--- src/logic/ctrl_types_pkg.sv ---
// Data types for the mailbox bridge control block.
// Widths, vector typedefs and state enums shared by queues, dispatcher
// and register file.

package ctrl_types_pkg;

    // ----------------------------------------
    // vector types
    // ----------------------------------------
    typedef logic [31:0] data_t;
    typedef logic [3:0]  strb_t;
    typedef logic [14:0] addr_t;
    typedef logic [27:0] rem_addr_t;
    typedef logic [1:0]  user_t;
    typedef logic [2:0]  word_idx_t;

    // ----------------------------------------
    // enums
    // ----------------------------------------
    typedef enum logic {req_write, req_read} req_kind_t;
    typedef enum logic {src_ls, src_ss} src_t;

    typedef enum logic [1:0] {st_wait, st_decide, st_move, st_trig_int} disp_state_t;

    typedef enum logic [2:0] {
        tgt_mbox, tgt_int_en, tgt_int_stat, tgt_unsupp, tgt_none
    } reg_target_t;

    // queue entry widths and depth
    // register-bus entry is kind + address + data + strobes
    localparam int LS_ENTRY_W = 52;
    // stream beat is data + user code
    localparam int SS_BEAT_W  = 34;
    localparam int REQ_DEPTH  = 8;

endpackage

--- src/logic/ctrl_map_pkg.sv ---
// Address map of the local register file.
// Mailbox window, interrupt words and stream user codes.

package ctrl_map_pkg;

    import ctrl_types_pkg::*;

    // ----------------------------------------
    // mailbox window
    // ----------------------------------------
    localparam addr_t MB_LOW   = 15'h2000;
    localparam addr_t MB_HIGH  = 15'h201F;
    localparam int    MB_WORDS = 8;

    // ----------------------------------------
    // interrupt words
    // ----------------------------------------
    // bit 0 enable, other bits read zero
    localparam addr_t INT_EN_ADDR   = 15'h2100;
    // bit 0 status, write one to clear
    localparam addr_t INT_STAT_ADDR = 15'h2104;

    // read value for anything outside the map
    localparam data_t ALL_ONES_DATA = 32'hFFFF_FFFF;

    // stream user code of a two-beat remote write
    localparam user_t USER_REM_WR = 2'b01;

endpackage

--- src/logic/axi_ctrl_top.sv ---
// Mailbox bridge control block.
// Register-bus and stream queues feeding one dispatcher and the local
// register file.

`timescale 1ns/1ns

module axi_ctrl_top import ctrl_types_pkg::*; (
    input  logic  axi_aclk,
    input  logic  axi_aresetn,
    output logic  axi_interrupt,
    // register-bus slave side
    input  logic  bk_ls_wstart,
    input  addr_t bk_ls_waddr,
    input  data_t bk_ls_wdata,
    input  strb_t bk_ls_wstrb,
    input  logic  bk_ls_rstart,
    input  addr_t bk_ls_raddr,
    output data_t bk_ls_rdata,
    output logic  bk_ls_rdone,
    // stream slave side
    input  data_t bk_ss_data,
    input  user_t bk_ss_user,
    input  logic  bk_ss_valid,
    output logic  bk_ss_ready
);

    logic        ls_valid;
    req_kind_t   ls_kind;
    addr_t       ls_addr;
    data_t       ls_wdata;
    strb_t       ls_wstrb;
    logic        ls_pop;
    logic        ss_valid;
    addr_t       ss_addr;
    data_t       ss_wdata;
    strb_t       ss_wstrb;
    logic        ss_pop;
    logic        reg_we;
    reg_target_t reg_target;
    word_idx_t   reg_idx;
    data_t       reg_wdata;
    strb_t       reg_wstrb;
    logic        set_int_stat;
    data_t       reg_rdata;

    ls_req_queue u_ls_queue (.*);

    ss_beat_pair u_ss_pair (.*);

    req_dispatch u_dispatch (.*);

    mbox_regs u_regs (.*);

endmodule

--- src/logic/ls_req_queue.sv ---
// Register-bus request queue.
// Packs write and read starts into entries and unpacks the queue head.

`timescale 1ns/1ns

module ls_req_queue import ctrl_types_pkg::*; (
    input  logic      axi_aclk,
    input  logic      axi_aresetn,
    input  logic      bk_ls_wstart,
    input  addr_t     bk_ls_waddr,
    input  data_t     bk_ls_wdata,
    input  strb_t     bk_ls_wstrb,
    input  logic      bk_ls_rstart,
    input  addr_t     bk_ls_raddr,
    output logic      ls_valid,
    output req_kind_t ls_kind,
    output addr_t     ls_addr,
    output data_t     ls_wdata,
    output strb_t     ls_wstrb,
    input  logic      ls_pop
);

    logic [LS_ENTRY_W-1:0] entry_in;
    logic [LS_ENTRY_W-1:0] head;
    logic                  kind_bit;

    // write {kind, addr, data, strb}, read {kind, addr, zero padding}
    assign entry_in = bk_ls_wstart ? {req_write, bk_ls_waddr, bk_ls_wdata, bk_ls_wstrb}
                                   : {req_read, bk_ls_raddr, data_t'(0), strb_t'(0)};

    req_fifo #(.WIDTH(LS_ENTRY_W), .DEPTH(REQ_DEPTH)) u_ls_fifo (
        .axi_aclk    (axi_aclk),
        .axi_aresetn (axi_aresetn),
        .wr_valid    (bk_ls_wstart || bk_ls_rstart),
        .wr_data     (entry_in),
        .wr_ready    (),
        .rd_valid    (ls_valid),
        .rd_data     (head),
        .rd_pop      (ls_pop)
    );

    assign {kind_bit, ls_addr, ls_wdata, ls_wstrb} = head;
    assign ls_kind = req_kind_t'(kind_bit);

endmodule

--- src/logic/mbox_regs.sv ---
// Local register file of the bridge.
// Eight mailbox words, interrupt enable and status, read mux and the
// interrupt output.

`timescale 1ns/1ns

module mbox_regs import ctrl_types_pkg::*, ctrl_map_pkg::*; (
    input  logic        axi_aclk,
    input  logic        axi_aresetn,
    input  logic        reg_we,
    input  reg_target_t reg_target,
    input  word_idx_t   reg_idx,
    input  data_t       reg_wdata,
    input  strb_t       reg_wstrb,
    input  logic        set_int_stat,
    output data_t       reg_rdata,
    output logic        axi_interrupt
);

    data_t mbox [MB_WORDS];
    logic  int_en;
    logic  int_stat;

    // ----------------------------------------
    // register writes
    // ----------------------------------------
    always_ff @(posedge axi_aclk or negedge axi_aresetn) begin
        if (!axi_aresetn) begin
            for (int w = 0; w < MB_WORDS; w++) begin
                mbox[w] <= '0;
            end
            int_en   <= 1'b0;
            int_stat <= 1'b0;
        end else begin
            if (reg_we && reg_target == tgt_mbox) begin
                for (int b = 0; b < $bits(strb_t); b++) begin
                    if (reg_wstrb[b]) begin
                        mbox[reg_idx][b*8 +: 8] <= reg_wdata[b*8 +: 8];
                    end
                end
            end
            // only bit 0 is writable
            if (reg_we && reg_target == tgt_int_en && reg_wstrb[0]) begin
                int_en <= reg_wdata[0];
            end
            // remote mailbox write sets status, local write one clears it
            if (set_int_stat) begin
                int_stat <= 1'b1;
            end else if (reg_we && reg_target == tgt_int_stat && reg_wstrb[0]
                         && reg_wdata[0]) begin
                int_stat <= 1'b0;
            end
        end
    end

    // ----------------------------------------
    // read mux
    // ----------------------------------------
    always_comb begin
        case (reg_target)
            tgt_mbox:     reg_rdata = mbox[reg_idx];
            tgt_int_en:   reg_rdata = {31'b0, int_en};
            tgt_int_stat: reg_rdata = {31'b0, int_stat};
            tgt_unsupp:   reg_rdata = ALL_ONES_DATA;
            default:      reg_rdata = '0;
        endcase
    end

    assign axi_interrupt = int_en && int_stat;

endmodule

--- src/logic/req_dispatch.sv ---
// Request dispatcher.
// Round-robin pick between the two queues, address decode and the
// FSM that moves each request into the register file.

`timescale 1ns/1ns

module req_dispatch import ctrl_types_pkg::*, ctrl_map_pkg::*; (
    input  logic        axi_aclk,
    input  logic        axi_aresetn,
    input  logic        ls_valid,
    input  req_kind_t   ls_kind,
    input  addr_t       ls_addr,
    input  data_t       ls_wdata,
    input  strb_t       ls_wstrb,
    output logic        ls_pop,
    input  logic        ss_valid,
    input  addr_t       ss_addr,
    input  data_t       ss_wdata,
    input  strb_t       ss_wstrb,
    output logic        ss_pop,
    output logic        reg_we,
    output reg_target_t reg_target,
    output word_idx_t   reg_idx,
    output data_t       reg_wdata,
    output strb_t       reg_wstrb,
    output logic        set_int_stat,
    input  data_t       reg_rdata,
    output data_t       bk_ls_rdata,
    output logic        bk_ls_rdone
);

    disp_state_t state;
    disp_state_t next_state;
    src_t        cur_src;
    src_t        last_src;
    src_t        pick;
    req_kind_t   cur_kind;
    addr_t       sel_addr;
    reg_target_t dec_target;
    word_idx_t   dec_idx;
    reg_target_t tgt_q;
    word_idx_t   idx_q;
    logic        leave;
    logic        rd_fire;

    // ----------------------------------------
    // arbitration
    // ----------------------------------------
    always_comb begin
        if (ls_valid && ss_valid) begin
            pick = (last_src == src_ss) ? src_ls : src_ss;
        end else if (ls_valid) begin
            pick = src_ls;
        end else begin
            pick = src_ss;
        end
    end

    // stream pairs are always writes
    assign cur_kind = (cur_src == src_ls) ? ls_kind : req_write;
    assign sel_addr = (cur_src == src_ls) ? ls_addr : ss_addr;

    // ----------------------------------------
    // address decode
    // ----------------------------------------
    always_comb begin
        addr_t mb_off;
        mb_off  = sel_addr - MB_LOW;
        dec_idx = '0;
        if (sel_addr >= MB_LOW && sel_addr <= MB_HIGH) begin
            dec_target = tgt_mbox;
            dec_idx    = mb_off[4:2];
        end else if (cur_src == src_ss) begin
            // remote writes only reach the mailbox
            dec_target = tgt_none;
        end else if (sel_addr[14:2] == INT_EN_ADDR[14:2]) begin
            dec_target = tgt_int_en;
        end else if (sel_addr[14:2] == INT_STAT_ADDR[14:2]) begin
            dec_target = tgt_int_stat;
        end else begin
            dec_target = tgt_unsupp;
        end
    end

    // ----------------------------------------
    // FSM
    // ----------------------------------------
    always_comb begin
        next_state = st_wait;
        case (state)
            st_wait:     next_state = (ls_valid || ss_valid) ? st_decide : st_wait;
            st_decide:   next_state = st_move;
            st_move: begin
                if (cur_src == src_ss && tgt_q == tgt_mbox) begin
                    next_state = st_trig_int;
                end
            end
            st_trig_int: next_state = st_wait;
            default:     next_state = st_wait;
        endcase
    end

    // entry leaves its queue as the FSM goes back to wait
    assign leave   = (state != st_wait) && (next_state == st_wait);
    assign ls_pop  = leave && (cur_src == src_ls);
    assign ss_pop  = leave && (cur_src == src_ss);
    assign rd_fire = (state == st_move) && (cur_src == src_ls) && (ls_kind == req_read);

    assign reg_we       = (state == st_move) && (cur_kind == req_write);
    assign reg_target   = tgt_q;
    assign reg_idx      = idx_q;
    assign reg_wdata    = (cur_src == src_ls) ? ls_wdata : ss_wdata;
    assign reg_wstrb    = (cur_src == src_ls) ? ls_wstrb : ss_wstrb;
    assign set_int_stat = (state == st_trig_int);

    always_ff @(posedge axi_aclk or negedge axi_aresetn) begin
        if (!axi_aresetn) begin
            state       <= st_wait;
            cur_src     <= src_ls;
            last_src    <= src_ss;
            tgt_q       <= tgt_none;
            idx_q       <= '0;
            bk_ls_rdone <= 1'b0;
            bk_ls_rdata <= '0;
        end else begin
            state <= next_state;
            if (state == st_wait && next_state == st_decide) begin
                cur_src <= pick;
            end
            if (state == st_decide) begin
                tgt_q    <= dec_target;
                idx_q    <= dec_idx;
                last_src <= cur_src;
            end
            // read data only valid alongside the done pulse
            bk_ls_rdone <= rd_fire;
            bk_ls_rdata <= rd_fire ? reg_rdata : '0;
        end
    end

endmodule

--- src/logic/req_fifo.sv ---
// Synchronous request FIFO.
// Circular buffer with occupancy count, oldest entry shown at the output.

`timescale 1ns/1ns

module req_fifo #(
    parameter int WIDTH = 32,
    parameter int DEPTH = 8
) (
    input  logic             axi_aclk,
    input  logic             axi_aresetn,
    input  logic             wr_valid,
    input  logic [WIDTH-1:0] wr_data,
    output logic             wr_ready,
    output logic             rd_valid,
    output logic [WIDTH-1:0] rd_data,
    input  logic             rd_pop
);

    localparam int PTR_W = (DEPTH > 1) ? $clog2(DEPTH) : 1;
    localparam int CNT_W = $clog2(DEPTH + 1);

    logic [WIDTH-1:0] mem [DEPTH];
    logic [PTR_W-1:0] wr_ptr;
    logic [PTR_W-1:0] rd_ptr;
    logic [CNT_W-1:0] count;
    logic             push;
    logic             pop;

    // wrap at DEPTH so non power-of-two depths work
    function automatic logic [PTR_W-1:0] ptr_inc(input logic [PTR_W-1:0] p);
        return (p == PTR_W'(DEPTH - 1)) ? '0 : p + 1'b1;
    endfunction

    assign wr_ready = (count != CNT_W'(DEPTH));
    assign rd_valid = (count != '0);
    assign push     = wr_valid && wr_ready;
    assign pop      = rd_pop && rd_valid;
    assign rd_data  = mem[rd_ptr];

    always_ff @(posedge axi_aclk) begin
        if (push) begin
            mem[wr_ptr] <= wr_data;
        end
    end

    always_ff @(posedge axi_aclk or negedge axi_aresetn) begin
        if (!axi_aresetn) begin
            wr_ptr <= '0;
            rd_ptr <= '0;
            count  <= '0;
        end else begin
            if (push) begin
                wr_ptr <= ptr_inc(wr_ptr);
            end
            if (pop) begin
                rd_ptr <= ptr_inc(rd_ptr);
            end
            // simultaneous push and pop keeps the count
            case ({push, pop})
                2'b10:   count <= count + 1'b1;
                2'b01:   count <= count - 1'b1;
                default: count <= count;
            endcase
        end
    end

endmodule

--- src/logic/ss_beat_pair.sv ---
// Stream request queue with beat pairing.
// Queues stream beats, holds a remote-write header and presents the
// header plus data beat as one write request.

`timescale 1ns/1ns

module ss_beat_pair import ctrl_types_pkg::*, ctrl_map_pkg::*; (
    input  logic  axi_aclk,
    input  logic  axi_aresetn,
    input  data_t bk_ss_data,
    input  user_t bk_ss_user,
    input  logic  bk_ss_valid,
    output logic  bk_ss_ready,
    output logic  ss_valid,
    output addr_t ss_addr,
    output data_t ss_wdata,
    output strb_t ss_wstrb,
    input  logic  ss_pop
);

    logic [SS_BEAT_W-1:0] beat;
    logic                 beat_valid;
    logic                 beat_pop;
    data_t                beat_data;
    user_t                beat_user;
    logic                 have_hdr;
    data_t                hdr_q;
    rem_addr_t            hdr_addr;
    logic                 addr_ok;

    req_fifo #(.WIDTH(SS_BEAT_W), .DEPTH(REQ_DEPTH)) u_beat_fifo (
        .axi_aclk    (axi_aclk),
        .axi_aresetn (axi_aresetn),
        .wr_valid    (bk_ss_valid),
        .wr_data     ({bk_ss_data, bk_ss_user}),
        .wr_ready    (bk_ss_ready),
        .rd_valid    (beat_valid),
        .rd_data     (beat),
        .rd_pop      (beat_pop)
    );

    assign {beat_data, beat_user} = beat;

    // header beat is {strb[3:0], addr[27:0]}
    assign hdr_addr = hdr_q[27:0];
    assign ss_wstrb = hdr_q[31:28];
    assign ss_addr  = addr_t'(hdr_addr);
    assign ss_wdata = beat_data;

    // address must survive truncation to the register-bus width
    assign addr_ok  = (rem_addr_t'(ss_addr) == hdr_addr);
    assign ss_valid = have_hdr && beat_valid && addr_ok;

    always_comb begin
        if (!beat_valid) begin
            beat_pop = 1'b0;
        end else if (!have_hdr) begin
            // header taken, or a beat of another code dropped
            beat_pop = 1'b1;
        end else begin
            beat_pop = !addr_ok || ss_pop;
        end
    end

    always_ff @(posedge axi_aclk or negedge axi_aresetn) begin
        if (!axi_aresetn) begin
            have_hdr <= 1'b0;
        end else if (!have_hdr) begin
            have_hdr <= beat_valid && (beat_user == USER_REM_WR);
        end else if (beat_pop) begin
            have_hdr <= 1'b0;
        end
    end

    always_ff @(posedge axi_aclk) begin
        if (beat_valid && !have_hdr) begin
            hdr_q <= beat_data;
        end
    end

endmodule

--- config.mk ---
export PLATFORM = sky130hd
export DESIGN_NAME = axi_ctrl_top
export DESIGN_NICKNAME = d
export VERILOG_FILES = /design/src/logic/ctrl_types_pkg.sv /design/src/logic/ctrl_map_pkg.sv /design/src/logic/axi_ctrl_top.sv /design/src/logic/ls_req_queue.sv /design/src/logic/mbox_regs.sv /design/src/logic/req_dispatch.sv /design/src/logic/req_fifo.sv /design/src/logic/ss_beat_pair.sv
export SDC_FILE = /design/constraint.sdc
export NUM_CORES = 1
export LEC_CHECK = 0
export BUFFER_PORTS_ARGS = -buffer_cell sky130_fd_sc_hd__buf_2
export CORE_UTILIZATION = 35
export DETAILED_ROUTE_END_ITERATION = 12
export GPL_TIMING_DRIVEN = 0
export PLACE_DENSITY_LB_ADDON = 0.15
export SETUP_SLACK_MARGIN = 0.02
export SYNTH_ARGS = -nofsm -noshare
export SYNTH_HDL_FRONTEND = slang
export SYNTH_HIERARCHICAL = 1
export SYNTH_SLANG_ARGS = --single-unit
--- constraint.sdc ---
create_clock -name axi_aclk -period 6.39 [get_ports axi_aclk]
set_input_delay 0.639 -clock axi_aclk [delete_from_list [all_inputs] [get_ports axi_aclk]]
set_output_delay 0.639 -clock axi_aclk [all_outputs]
set_load 0.01 [all_outputs]
After elaboration in Yosys (flattened, before gate mapping). Memories as Yosys holds them, arrays and structs flattened. Index checks and enable logic that the tools add are counted.

Input port bits: 105. Bits in registers: 354. Memories kept: 2. Output and inout bits: 35. Memory bits (writable): 688.

Memories: u_ls_queue.u_ls_fifo.mem (words 8, width 52, rd ports 1, clocked after Yosys merged registers in 0, write ports 1, RTL line req_fifo.sv:23) `logic [WIDTH-1:0] mem [DEPTH];`; u_ss_pair.u_beat_fifo.mem (words 8, width 34, rd ports 1, clocked after Yosys merged registers in 0, write ports 1, RTL line req_fifo.sv:23).

$add $sub $neg: 9. Eq/ne operators: 20. Reductions and logical operators: 41. Bitwise gates (word level): 3. Magnitude comparators: 4. Muxes and demuxes: 56.

Operators with widths (number): two-way mux 256 bit (7); bitwise mux 256 bit (4); demux 32 bit (select 3 bit) (4); two-way mux 32 bit (5); one-hot mux 32 bit (4 select lines) (1); binary-select mux 32 bit (select 3 bit) (1); two-way mux 52 bit (1); equality test 13 x 12 -> 1 bit, second input constant (2); logical AND 1 bit (26); two-way mux 24 bit (1); two-way mux 3 bit (8); two-way mux 1 bit (16); two-way mux 16 bit (1); one-hot mux 4 bit (2 select lines) (2); >= comparator 15 x 14 -> 1 bit, second input constant (1); <= comparator 15 x 14 -> 1 bit, second input constant (1); two-way mux 15 bit (1); zero test 13 bit (1); adder 3 x 1 -> 3 bit, second input constant (4); equality test 3 bit, second input constant (4); equality test 2 x 1 -> 1 bit, second input constant (5); adder 4 x 1 -> 4 bit, second input constant (2); equality test 2 bit, second input constant (4); two-way mux 8 bit (1); 18 further kinds (30).

Logic depth before layout (Yosys ltp). Gate-level depths: netlist (run 1).

Word-level depth: 16. Depth in mapped cells: 11.

Modules after synthesis. The synthesis (run 1) kept the hierarchy.

By module, submodules not included: req_fifo at u_ls_queue.u_ls_fifo (times used 1, area each 16499.6 um^2, cells each 667, seq. area each 12742.2 um^2); mbox_regs (times used 1, area each 11969.0 um^2, cells each 853, seq. area each 6456.2 um^2); req_fifo at u_ss_pair.u_beat_fifo (times used 1, area each 11182.0 um^2, cells each 462, seq. area each 8418.1 um^2); req_dispatch (times used 1, area each 2065.7 um^2, cells each 166, seq. area each 1078.5 um^2); ss_beat_pair (times used 1, area each 1238.7 um^2, cells each 66, seq. area each 985.9 um^2); ls_req_queue (times used 1, area each 506.7 um^2, cells each 59, seq. area each 0.0 um^2).

Worst setup path before layout (run 1). OpenSTA, ideal clock, no wires.

Path kind: input-to-reg. Start point: in bk_ls_wstart. End point: mem u_ls_queue/u_ls_fifo/mem[0][0] in the netlist's numbering (enable). Stages on the path: 5. Arrival: 6.051 ns. Path buffers: 2. Required time: 5.800 ns. Path slack: -0.251 ns. Cell sequence: buf_6 > buf_6 > or2_1 > nand2_2 > nor4_1.

Word-level cells in the longest chain between the ends: 4.

RTL lines: from (decl) (RTL line axi_ctrl_top.sv:12) `input logic bk_ls_wstart,`; logical OR 1 bit (RTL line ls_req_queue.sv:34) `.wr_valid (bk_ls_wstart || bk_ls_rstart),`; logical AND 1 bit (RTL line req_fifo.sv:37) `assign push = wr_valid && wr_ready;`; two-way mux 1 bit (RTL line req_fifo.sv:42) `if (push) begin`; two-way mux 1 bit (not written as such) (RTL line req_fifo.sv:43) `mem[wr_ptr] <= wr_data;`; to (decl) (RTL line req_fifo.sv:23).

Every way passes these cells.

Worst setup path in the final report (run 1).
Start point: reg u_dispatch.cur_src. End point: reg u_ss_pair.u_beat_fifo.count[3].

Word-level cells in the longest chain between the ends: 12.

RTL lines: from (decl) (RTL line req_dispatch.sv:34) `src_t cur_src;`; from (signal assigned) (RTL line req_dispatch.sv:119) `cur_src <= src_ls;`; from (signal assigned) (RTL line req_dispatch.sv:128) `cur_src <= pick;`; logical AND 1 bit (RTL line req_dispatch.sv:94) `if (cur_src == src_ss && tgt_q == tgt_mbox) begin`; two-way mux 2 bit (RTL line req_dispatch.sv:94); one-hot mux 2 bit (4 select lines) (RTL line req_dispatch.sv:90) `case (state)`; zero test 2 bit (RTL line req_dispatch.sv:104) `assign leave = (state != st_wait) && (next_state == st_wait);`; logical AND 1 bit (RTL line req_dispatch.sv:104); logical AND 1 bit * (RTL line req_dispatch.sv:106) `assign ss_pop = leave && (cur_src == src_ss);`; via ss_pop (RTL line axi_ctrl_top.sv:37) `logic ss_pop;`; logical OR 1 bit * (RTL line ss_beat_pair.sv:61) `beat_pop = !addr_ok || ss_pop;`; two-way mux 1 bit * (RTL line ss_beat_pair.sv:57) `end else if (!have_hdr) begin`; two-way mux 1 bit * (RTL line ss_beat_pair.sv:55) `if (!beat_valid) begin`; via u_ss_pair.beat_pop (RTL line ss_beat_pair.sv:23) `logic beat_pop;`; logical AND 1 bit * (RTL line req_fifo.sv:38) `assign pop = rd_pop && rd_valid;`; via u_ss_pair.u_beat_fifo.pop (RTL line req_fifo.sv:28) `logic pop;`; equality test 2 x 1 -> 1 bit / equality test 2 bit (equally long branches) (RTL line req_fifo.sv:60) `case ({push, pop})`; one-hot mux 4 bit (2 select lines) / nonzero test 2 bit (equally long branches); to (signal assigned) (RTL line req_fifo.sv:61) `2'b10: count <= count + 1'b1;`; to (signal assigned) (RTL line req_fifo.sv:62) `2'b01: count <= count - 1'b1;`; to (signal assigned) (RTL line req_fifo.sv:63) `default: count <= count;`; to (decl) (RTL line req_fifo.sv:26) `logic [CNT_W-1:0] count;`.

The timed path passes the listed nets; every way through them passes the cells marked *. A chain may end at the register's enable or synchronous reset.

==> flow_summary.json, run 1 <==
{
  "final_common_cell": "edfxtp_1",
  "gp_congestion": 0.778,
  "relSlewSlack": 0.255,
  "p_int_w": 0.0152,
  "drv_cap": 0,
  "clockRootBuffer": "clkbuf_16",
  "postCtsSetupBuffers": 0,
  "grt_max_degree": 112,
  "drive_above_1_share": 0.380,
  "vias": 22100,
  "cts_resized": 0,
  "cp-end-kind": "register",
  "slew_viol_final": 0,
  "grt-ovfl-total": 0,
  "worstRegToRegCells": 11,
  "cts_num_sinks": 1024,
  "whs_ns": -0.00139,
  "syn_inst": 2245,
  "r2r_slack_ns": 2.18,
  "tritoncts": "yes",
  "syn_avg_cell_area_um2": 19.0,
  "avgRoutedWirePerCell_um": 26.4,
  "multi_input_area_um2": 12800,
  "first_pass_iters": 4,
  "p_switching_w": 0.00703,
  "seq_area_um2": 29100,
  "fin_tns_setup_ns": 0,
  "p_sw_frac": 0.317,
  "die_h_um": 352,
  "finalCriticalPeriod_ns": 4.21,
  "power.leakage_nw": 19.1,
  "required_ns": 6.94,
  "critical-path-max-stage-delay_ns": 0.67,
  "crit_arrival_ns": 4.75,
  "cp.depth": 11,
  "clk_pin_slew_ns": 0.06,
  "grt.busiest_layer": "met2",
  "dr.first_iter.drc_count": 1495,
  "die_w_um": 352,
  "die-area_um2": 124000,
  "syn_nets": 2366,
  "cts_hold_buffers": 0,
  "path_cells": "buf_2, buf_2, o211a_1, o31a_1, o41ai_4, inv_1, ha_1, ha_1, or4b_2, o311ai_0, o211ai_1",
  "cp_top_family": "compound AO/OA/AOI/OAI gates",
  "grt.total_usage": 0.184,
  "power.density_nw_per_um2": 442,
  "violations": "negative hold slack",
  "rsz0062_at_grt": "false",
  "numPortBuffers": 134,
  "grt_pass1_wl_mm": 163,
  "ir_drop_mv": 0.267,
  "clock_latency_ns": 0.70,
  "crit_fanout": 10,
  "grt.met3_usage": 0.0266,
  "area_delta_synth_final_pct": 17.4,
  "crit_type": "register to register",
  "setup_viol": 0,
  "htreeDepth": 3,
  "reg2reg_to": "u_ss_pair/u_beat_fifo/count[3]",
  "clock_skew_ns": 0.0327,
  "clock_path_buffers": 3,
  "path_buf_inv": 3,
  "placementRows": 127,
  "initial_core_util": 0.355,
  "max_freq_ghz": 0.238,
  "drtAntennaViolNets": 0,
  "antenna_found_initial": 4,
  "fin_crit_sh": 0.658,
  "combPwrFrac": 0.319,
  "cts_buffers": 111,
  "num-fill-cells": 10700,
  "via_per_inst": 5.17,
  "hold_viol": 1,
  "status": "complete, but fails checks",
  "seq_power_share": 0.394,
  "most-common-layout-cells": "edfxtp_1, mux2_2, dfrtp_1",
  "yosysWarnings": 6,
  "r2r_start": "u_dispatch/cur_src",
  "met1_usage": 0.250,
  "hpwl_mm": 77.4,
  "worstHoldPathType": "input port to async pin",
  "clock_power_share": 0.286,
  "crit_slowest_cell": "or4b_2",
  "nets": 2682,
  "drc": 0,
  "num_io_pins": 140,
  "cp-start-kind": "register",
  "use_met2": 0.304,
  "core_area_um2": 121000,
  "wirelength_mm": 113,
  "tightest_slew_ns": 1.12,
  "utilization": 0.416,
  "grt_pass1_vias": 23500,
  "syn_area_um2": 42800
}
routing by layer:
layer  vias up  routed length (µm)
met5         -                  13
met4         2                3330
met3       164                4310
met2       470               54700
met1     11800               50300
li1       9696                   -
how the worst max path moves through the flow:
stage                                                  to               start
after floorplan            u_ls_queue/u_ls_fifo/mem[2][0]        bk_ls_wstart
after global placement    u_ls_queue/u_ls_fifo/mem[4][30]        bk_ls_wstart
after detailed placement   u_ss_pair/u_beat_fifo/count[3]  u_dispatch/cur_src
after CTS                  u_ss_pair/u_beat_fifo/count[3]  u_dispatch/cur_src
after global routing       u_ss_pair/u_beat_fifo/count[3]  u_dispatch/cur_src
final                      u_ss_pair/u_beat_fifo/count[3]  u_dispatch/cur_src
area by class of cell:
class	instances	share of cell area
sequential	1024	0.581
multi-input combinational	1070	0.256
clock buffer	160	0.0637
tap	1612	0.0402
timing repair buffer	203	0.0321
buffer	138	0.0172
clock inverter	47	0.00955
inverter	13	0.000972
antenna	3	0.000150
power groups by stage:
stage,registers (W),clock network [W],logic (W)
2_1_floorplan,0.00886,0,0.00424
3_3_place_gp,0.00901,0,0.00672
3_5_place_dp,0.00889,0,0.00720
4_1_cts,0.00876,0.00654,0.00724
5_1_grt,0.00885,0.00680,0.00753
6_report,0.00875,0.00636,0.00709
flip-flops by register name, summed over array words and instances, names as in the netlist, 2 cells and up:
name                          count
u_dispatch/bk_ls_rdata           32
u_dispatch/reg_idx                3
u_dispatch/reg_target             3
u_dispatch/state                  2
u_ls_queue/u_ls_fifo/count        4
u_ls_queue/u_ls_fifo/mem        400
u_ls_queue/u_ls_fifo/rd_ptr       3
u_ls_queue/u_ls_fifo/wr_ptr       3
u_regs/mbox                     256
u_ss_pair/hdr_q                  30
u_ss_pair/u_beat_fifo/count       4
u_ss_pair/u_beat_fifo/mem       272
u_ss_pair/u_beat_fifo/rd_ptr      3
u_ss_pair/u_beat_fifo/wr_ptr      3
worst reg2reg max path: cells and delay by family, from the launching register on:
kind / cells / cell delay [ns]
and+or+nand+nor: 1 / 0.67
buffers and inverters: 3 / 0.91
DFF: 1 / 0.61
adders and majority gates: 2 / 0.64
AOI/OAI and AO/OA: 5 / 1.21
metrics by stage:
stage,area (µm²),setup slack (ns),total power (W),instances
2_1_floorplan,42800,1.29,0.0131,2245
3_3_place_gp,45500,-3.52,0.0157,3991
3_5_place_dp,46500,2.18,0.0161,4060
4_1_cts,50200,2.17,0.0225,4267
5_1_grt,50200,2.07,0.0232,4268
6_report,50200,2.18,0.0222,4270
Note: power is estimated with default switching activity, not from simulation.
==> run 2: changes to the inputs <==
--- a/config.mk
+++ b/config.mk
@@ -5,6 +5,7 @@
 export SDC_FILE = /design/constraint.sdc
 export NUM_CORES = 1
 export LEC_CHECK = 0
+export ABC_AREA = 1
 export BUFFER_PORTS_ARGS = -buffer_cell sky130_fd_sc_hd__buf_2
 export CORE_UTILIZATION = 35
 export DETAILED_ROUTE_END_ITERATION = 12
==> constraint.sdc (replaced) <==
create_clock -name axi_aclk -period 3.94 [get_ports axi_aclk]
set_input_delay 0.394 -clock axi_aclk [delete_from_list [all_inputs] [get_ports axi_aclk]]
set_output_delay 0.394 -clock axi_aclk [all_outputs]
set_load 0.01 [all_outputs]
==> run 2 against run 1 <==
Net effect:
- the run now ends clean
- critical endpoint unchanged
- largest cell class unchanged
- first-iteration DRC count is 82% higher
- clock skew up 0.010 ns
- die area grew 11%
- wire length rose by 29%
==> flow_summary.json, run 2 <==
{
  "status": "finished clean",
  "crit_type": "register to register",
  "drc": 0,
  "vias": 35400,
  "die_h_um": 371,
  "numPortBuffers": 134,
  "most-common-layout-cells": "nand2_1, nor2_1, inv_1",
  "wirelength_mm": 145,
  "combPwrFrac": 0.368,
  "seq_power_share": 0.362,
  "clock_skew_ns": 0.0430,
  "rsz0062_at_grt": "true",
  "clock_power_share": 0.270,
  "syn_avg_cell_area_um2": 8.58,
  "clock_latency_ns": 0.74,
  "antenna_found_initial": 10,
  "p_int_w": 0.0232,
  "largestRegisters": "u_ls_queue/u_ls_fifo/mem: 400 flops, u_ss_pair/u_beat_fifo/mem: 272 flops, u_regs/mbox: 256 flops",
  "required_ns": 4.57,
  "gp_congestion": 0.861,
  "fin_cells": 7773,
  "p_sw_frac": 0.399,
  "crit_arrival_ns": 4.24,
  "fin_crit_sh": 0.914,
  "placementRows": 134,
  "crit_fanout": 6,
  "dr.first_iter.drc_count": 2724,
  "cts_num_sinks": 1024,
  "r2r_slack_ns": 0.34,
  "htreeDepth": 3,
  "clockRootBuffer": "clkbuf_16",
  "grt.total_usage": 0.214,
  "core_area_um2": 134000,
  "final_common_cell": "nand2_1",
  "largest-register": "u_ls_queue/u_ls_fifo/mem",
  "initial_core_util": 0.355,
  "tightest_slew_ns": 0.980,
  "drive_above_1_share": 0.107,
  "worstHoldPathType": "input port to register",
  "nets": 6033,
  "clk_pin_slew_ns": 0.06,
  "tritoncts": "yes",
  "first_pass_iters": 5,
  "power.density_nw_per_um2": 695,
  "grt_pass1_vias": 34200,
  "cp-start-kind": "register",
  "cts_buffers": 114,
  "yosysWarnings": 6,
  "syn_nets": 5663,
  "die-area_um2": 137000,
  "syn_area_um2": 47600,
  "slew_viol_final": 0,
  "via_per_inst": 4.55,
  "hold_viol": 0,
  "largest_register_ffs": 400,
  "setup_viol": 0,
  "grt_max_degree": 115,
  "num_io_pins": 140,
  "drtAntennaViolNets": 0,
  "max_freq_ghz": 0.278,
  "hpwl_mm": 103,
  "syn_inst": 5542,
  "clock_path_buffers": 3,
  "ir_drop_mv": 0.457,
  "p_switching_w": 0.0154,
  "placed_cells_incl_taps": 7527,
  "utilization": 0.415,
  "cp-end-kind": "register",
  "worst_slack_ns": 0.337,
  "relSlewSlack": 0.343,
  "die_w_um": 371,
  "finalCriticalPeriod_ns": 3.60,
  "post-place-ws_ns": 0.193,
  "drv_cap": 0,
  "avgRoutedWirePerCell_um": 18.6,
  "grt_pass1_wl_mm": 219,
  "power.leakage_nw": 26.6,
  "area_delta_synth_final_pct": 16.9,
  "grt-ovfl-total": 0
}
==> run 2: layout make-up <==
class	count	area, µm²
Clock buffer	156	3210
Tap cell	1768	2210
Antenna cell	1	2.50
Multi-Input combinational cell	3493	14300
Fill cell	13500	78500
Clock inverter	52	433
Buffer	270	1370
Inverter	755	2840
Timing Repair Buffer	254	2070
Sequential cell	1024	29100
==> run 2: per-stage QoR <==
| step | area, µm² | setup TNS [ns] | hold WS (ns) | total power [W] |
|---|---|---|---|---|
| 2_1_floorplan | 47600 | -357.33 | 0.0984 | 0.0224 |
| 6_report | 55600 | 0 | 0.0839 | 0.0387 |
| 3_5_place_dp | 51600 | 0 | 0.194 | 0.0285 |
| 4_1_cts | 55600 | 0 | 0.0226 | 0.0391 |
| 5_1_grt | 55600 | 0 | 0.0879 | 0.0411 |
| 3_3_place_gp | 50500 | -4093.07 | 0.463 | 0.0281 |
==> run 2: power by group through the flow <==
| stage | clock network (W) | registers [W] | logic (W) |
|---|---|---|---|
| 5_1_grt | 0.0111 | 0.0141 | 0.0158 |
| 6_report | 0.0104 | 0.0140 | 0.0142 |
| 3_5_place_dp | 0 | 0.0142 | 0.0143 |
| 2_1_floorplan | 0 | 0.0142 | 0.00813 |
| 3_3_place_gp | 0 | 0.0145 | 0.0136 |
| 4_1_cts | 0.0107 | 0.0140 | 0.0144 |
==> run 2: final timing paths <==
path                                      from                              to  depth (start not counted)
min reg2reg                   u_regs/mbox[113]                u_regs/mbox[113]                          2
max in group asynchronous          axi_aresetn                 u_regs/mbox[16]                          4
min                             bk_ls_wdata[4]  u_ls_queue/u_ls_fifo/mem[7][8]                          3
max reg2reg                u_ss_pair/hdr_q[18]  u_ss_pair/u_beat_fifo/count[3]                         22
max                        u_ss_pair/hdr_q[18]  u_ss_pair/u_beat_fifo/count[3]                         22
min in group asynchronous          axi_aresetn   u_ls_queue/u_ls_fifo/count[0]                          3
==> run 2: worst max-delay path, stage by stage (launching register included) <==
cell	delay, ns
edfxtp_1	0.35
or2_1	0.24
nor2_2	0.22
nand2_1	0.10
nor3_2	0.33
nor2_1	0.10
nor2_1	0.14
inv_1	0.07
nand3_1	0.12
nor2_1	0.10
nor2_1	0.16
nand3_1	0.09
nand2_1	0.09
inv_1	0.04
nand2_1	0.17
inv_1	0.09
ha_1	0.24
ha_1	0.32
or2_2	0.31
nand2_1	0.07
nand2_1	0.04
nand3_1	0.05
nand2_1	0.05
==> run 2: repair_timing <==
item | 4_1_cts | 5_1_grt
setup buffers | 0 | 0
hold buffers | 37 | 0
endpoints found under the hold margin | 383 | 0
endpoints found under the setup margin | 0 | 85
resized for setup | 0 | 4
==> run 2: layer usage <==
metal,vias up,part of all wire,track usage
li1,17700,-,-
met1,16600,0.46,0.300
met2,835,0.46,0.345
met3,221,0.052,0.0314
met4,12,0.024,0.0546
met5,-,0.00050,0
==> run 3: changes to the inputs <==
--- a/config.mk
+++ b/config.mk
@@ -14,5 +14,4 @@
 export SETUP_SLACK_MARGIN = 0.02
 export SYNTH_ARGS = -nofsm -noshare
 export SYNTH_HDL_FRONTEND = slang
-export SYNTH_HIERARCHICAL = 1
 export SYNTH_SLANG_ARGS = --single-unit
==> run 3 against run 2 <==
Net effect:
- area after synthesis fell by 11%
- non-clock buffer count decreased by 117
- global-route usage rose by 0.44 points
- worst setup slack worse by 0.038 ns
- wire length fell by 8.4%
- critical endpoint is now u_ss_pair.u_beat_fifo.count[3]
- first-iteration DRC count decreased by 9.7%
- synthesized cell count down 33%
==> flow_summary.json, run 3 <==
{
  "status": "finished clean",
  "fin_tns_setup_ns": 0,
  "vias": 29200,
  "drive_above_1_share": 0.137,
  "cp-start-kind": "register",
  "max_freq_ghz": 0.275,
  "clock_skew_ns": 0.0270,
  "numPortBuffers": 134,
  "die-area_um2": 122000,
  "totalPowerFinal_w": 0.0362,
  "crit_fanout": 10,
  "yosys_register_bits": 1024,
  "combPwrFrac": 0.331,
  "p_int_w": 0.0224,
  "tritoncts": "yes",
  "critical_path.most_common_cell": "nor2_1",
  "htreeDepth": 3,
  "synth_ff_type": "edfxtp_1",
  "worst_slack_ns": 0.299,
  "synth_edf_count": 702,
  "first_pass_iters": 6,
  "met1_usage": 0.312,
  "p_switching_w": 0.0139,
  "tightest_slew_ns": 1.17,
  "nets": 4125,
  "grt_pass1_wl_mm": 196,
  "yosys.area_share.simple": 0.144,
  "power.density_nw_per_um2": 733,
  "drv_cap": 0,
  "drtAntennaViolNets": 0,
  "diodes": 0,
  "fin_crit_sh": 0.924,
  "placementRows": 126,
  "clock_path_buffers": 3,
  "rsz0062_at_grt": "false",
  "die_w_um": 349,
  "power.leakage_nw": 19.5,
  "p_sw_frac": 0.383,
  "synth_compound_area_frac": 0.115,
  "yosys-top-cells-count": "nand2_1, edfxtp_1, nor2_1",
  "wirelength_mm": 133,
  "path_cells": "buf_2, clkinvlp_4, buf_4, buf_4, a211oi_1, nor2_1, nor2_2, ha_1, ha_1, nand2_1, nor2_1, a211oi_1, nor2_1, nor2_1, nand2_1, xor2_1",
  "cts_buffers": 111,
  "synthTopCellsByArea": "edfxtp_1, dfrtp_1, nand2_1, o21ai_0, nor2_1",
  "most-common-layout-cells": "nand2_1, edfxtp_1, o21ai_0",
  "slew_viol_final": 0,
  "setup_viol": 0,
  "yosysWarnings": 0,
  "syn_nets": 3816,
  "syn_avg_cell_area_um2": 11.4,
  "cp_top_family": "buffers and inverters",
  "synth.most_common_cell": "nand2_1",
  "ir_drop_mv": 0.409,
  "cp-end-kind": "register",
  "yosysTopAreaCellShare": 0.500,
  "syn_inst": 3695,
  "num_io_pins": 140,
  "crit_slowest_cell": "clkinvlp_4",
  "grt.total_usage": 0.218,
  "worstHoldPathType": "input port to register",
  "dr.first_iter.drc_count": 2461,
  "synth_top_area_cell": "edfxtp_1",
  "avgRoutedWirePerCell_um": 23.3,
  "antenna_found_initial": 6,
  "clock_power_share": 0.281,
  "clk_pin_slew_ns": 0.06,
  "crit_type": "register to register",
  "grt.met3_usage": 0.0311,
  "largestRegisters": "u_ls_queue.u_ls_fifo.mem: 400 flops, u_ss_pair.u_beat_fifo.mem: 272 flops, u_regs.mbox: 256 flops",
  "drc": 0,
  "grt-ovfl-total": 0,
  "critical-path-max-stage-delay_ns": 0.33,
  "largest-register": "u_ls_queue.u_ls_fifo.mem",
  "crit_arrival_ns": 4.23,
  "synth_mux_area_frac": 0,
  "use_met2": 0.342,
  "gp_congestion": 0.803,
  "path_buf_inv": 4,
  "area_delta_synth_final_pct": 17.2,
  "hold_viol": 0,
  "grt.busiest_layer": "met2",
  "post-place-ws_ns": 0.171,
  "ys_async_sr_fraction": 0.314,
  "synth_top_family_by_area": "simple AND/OR/NAND/NOR gates",
  "largest_register_ffs": 400,
  "yosysUniqueCellTypes": 48,
  "clock_latency_ns": 0.71,
  "final_common_cell": "nand2_1",
  "required_ns": 4.52,
  "hpwl_mm": 88.9,
  "synth_xor_area_frac": 0.00125,
  "core_area_um2": 119000,
  "seq_power_share": 0.387,
  "grt_pass1_vias": 28800,
  "initial_core_util": 0.355,
  "relSlewSlack": 0.213,
  "syn_area_um2": 42200,
  "cts_num_sinks": 1024,
  "yosysSeqAreaShare": 0.691,
  "clockRootBuffer": "clkbuf_16",
  "via_per_inst": 5.14,
  "grt_max_degree": 117,
  "finalCriticalPeriod_ns": 3.64,
  "die_h_um": 349,
  "synthAdderAreaFrac": 0.00511
}
## run 3: path summary, 6_finish.rpt
path / startpoint / end / slack, ns / depth (start not counted)
max in group asynchronous: axi_aresetn / u_ss_pair.u_beat_fifo.wr_ptr[1] / 2.52 / 4
worst min-delay path: bk_ls_wdata[7] / u_ls_queue.u_ls_fifo.mem[0][11] / 0.11 / 3
worst max-delay path: u_dispatch.cur_src / u_ss_pair.u_beat_fifo.count[3] / 0.30 / 16
worst min register to register: u_regs.mbox[50] / u_regs.mbox[50] / 0.47 / 2
min in group asynchronous: axi_aresetn / u_dispatch.bk_ls_rdata[29] / 0.15 / 2
worst max register to register: u_dispatch.cur_src / u_ss_pair.u_beat_fifo.count[3] / 0.30 / 16
## run 3: repair_timing
| action | in CTS | in global routing |
|---|---|---|
| setup buffers | 0 | 0 |
| resized for setup | 0 | 2 |
| hold buffers | 35 | 0 |
| endpoints found under the setup margin | 0 | 2 |
| hold endpoints to repair | 418 | 0 |
## run 3: cell families (layout without fill, tap and decap cells)
family / after synthesis / in the layout
and+or+nand+nor: 1457 / 1457
DFF: 1024 / 1024
AOI/OAI and AO/OA: 789 / 789
buffers and inverters: 403 / 801
adders and majority gates: 16 / 16
xor gates and xnor gates: 6 / 6
## run 3: worst reg2reg max path: cells and delay by family (launching register included)
kind	cells	cell delay (ns)
flip-flops	1	0.32
buffers and inverters	4	1.14
AO/OA/AOI/OAI	2	0.56
AND/OR/NAND/NOR	7	0.81
adder cells (fa/ha/maj)	2	0.56
XOR/XNOR	1	0.14
## run 3: final cells by class
cell class / count / area (µm²)
fill: 11400 / 69300
sequential: 1024 / 29100
multi-input combinational: 2268 / 11300
clock buffer: 148 / 2990
tap: 1600 / 2000
timing repair buffer: 196 / 1620
buffer: 211 / 1080
inverter: 192 / 724
clock inverter: 54 / 508
## run 3: per-layer routing
| layer | vias to the layer above | wire [µm] |
|---|---|---|
| met5 | - | 59 |
| met2 | 821 | 60900 |
| met1 | 14600 | 61400 |
| met3 | 185 | 6810 |
| met4 | 10 | 3620 |
| li1 | 13600 | - |
## run 3: power groups by stage
stage	sequential, W	clock, W	combinational (W)
after floorplan	0.0142	0	0.00652
after global placement	0.0144	0	0.0116
after detailed placement	0.0142	0	0.0121
after CTS	0.0140	0.0104	0.0121
after global routing	0.0142	0.0108	0.0131
final	0.0140	0.0102	0.0120
## run 3: through the flow
stage	instance area, µm²	std cells	utilization	hold WS (ns)
after floorplan	42200	3695	-	0.0984
after global placement	44800	5429	0.378	0.455
after detailed placement	45600	5456	0.384	0.280
after CTS	49400	5693	0.416	0.0821
after global routing	49400	5693	0.416	0.143
final	49400	5693	0.416	0.110
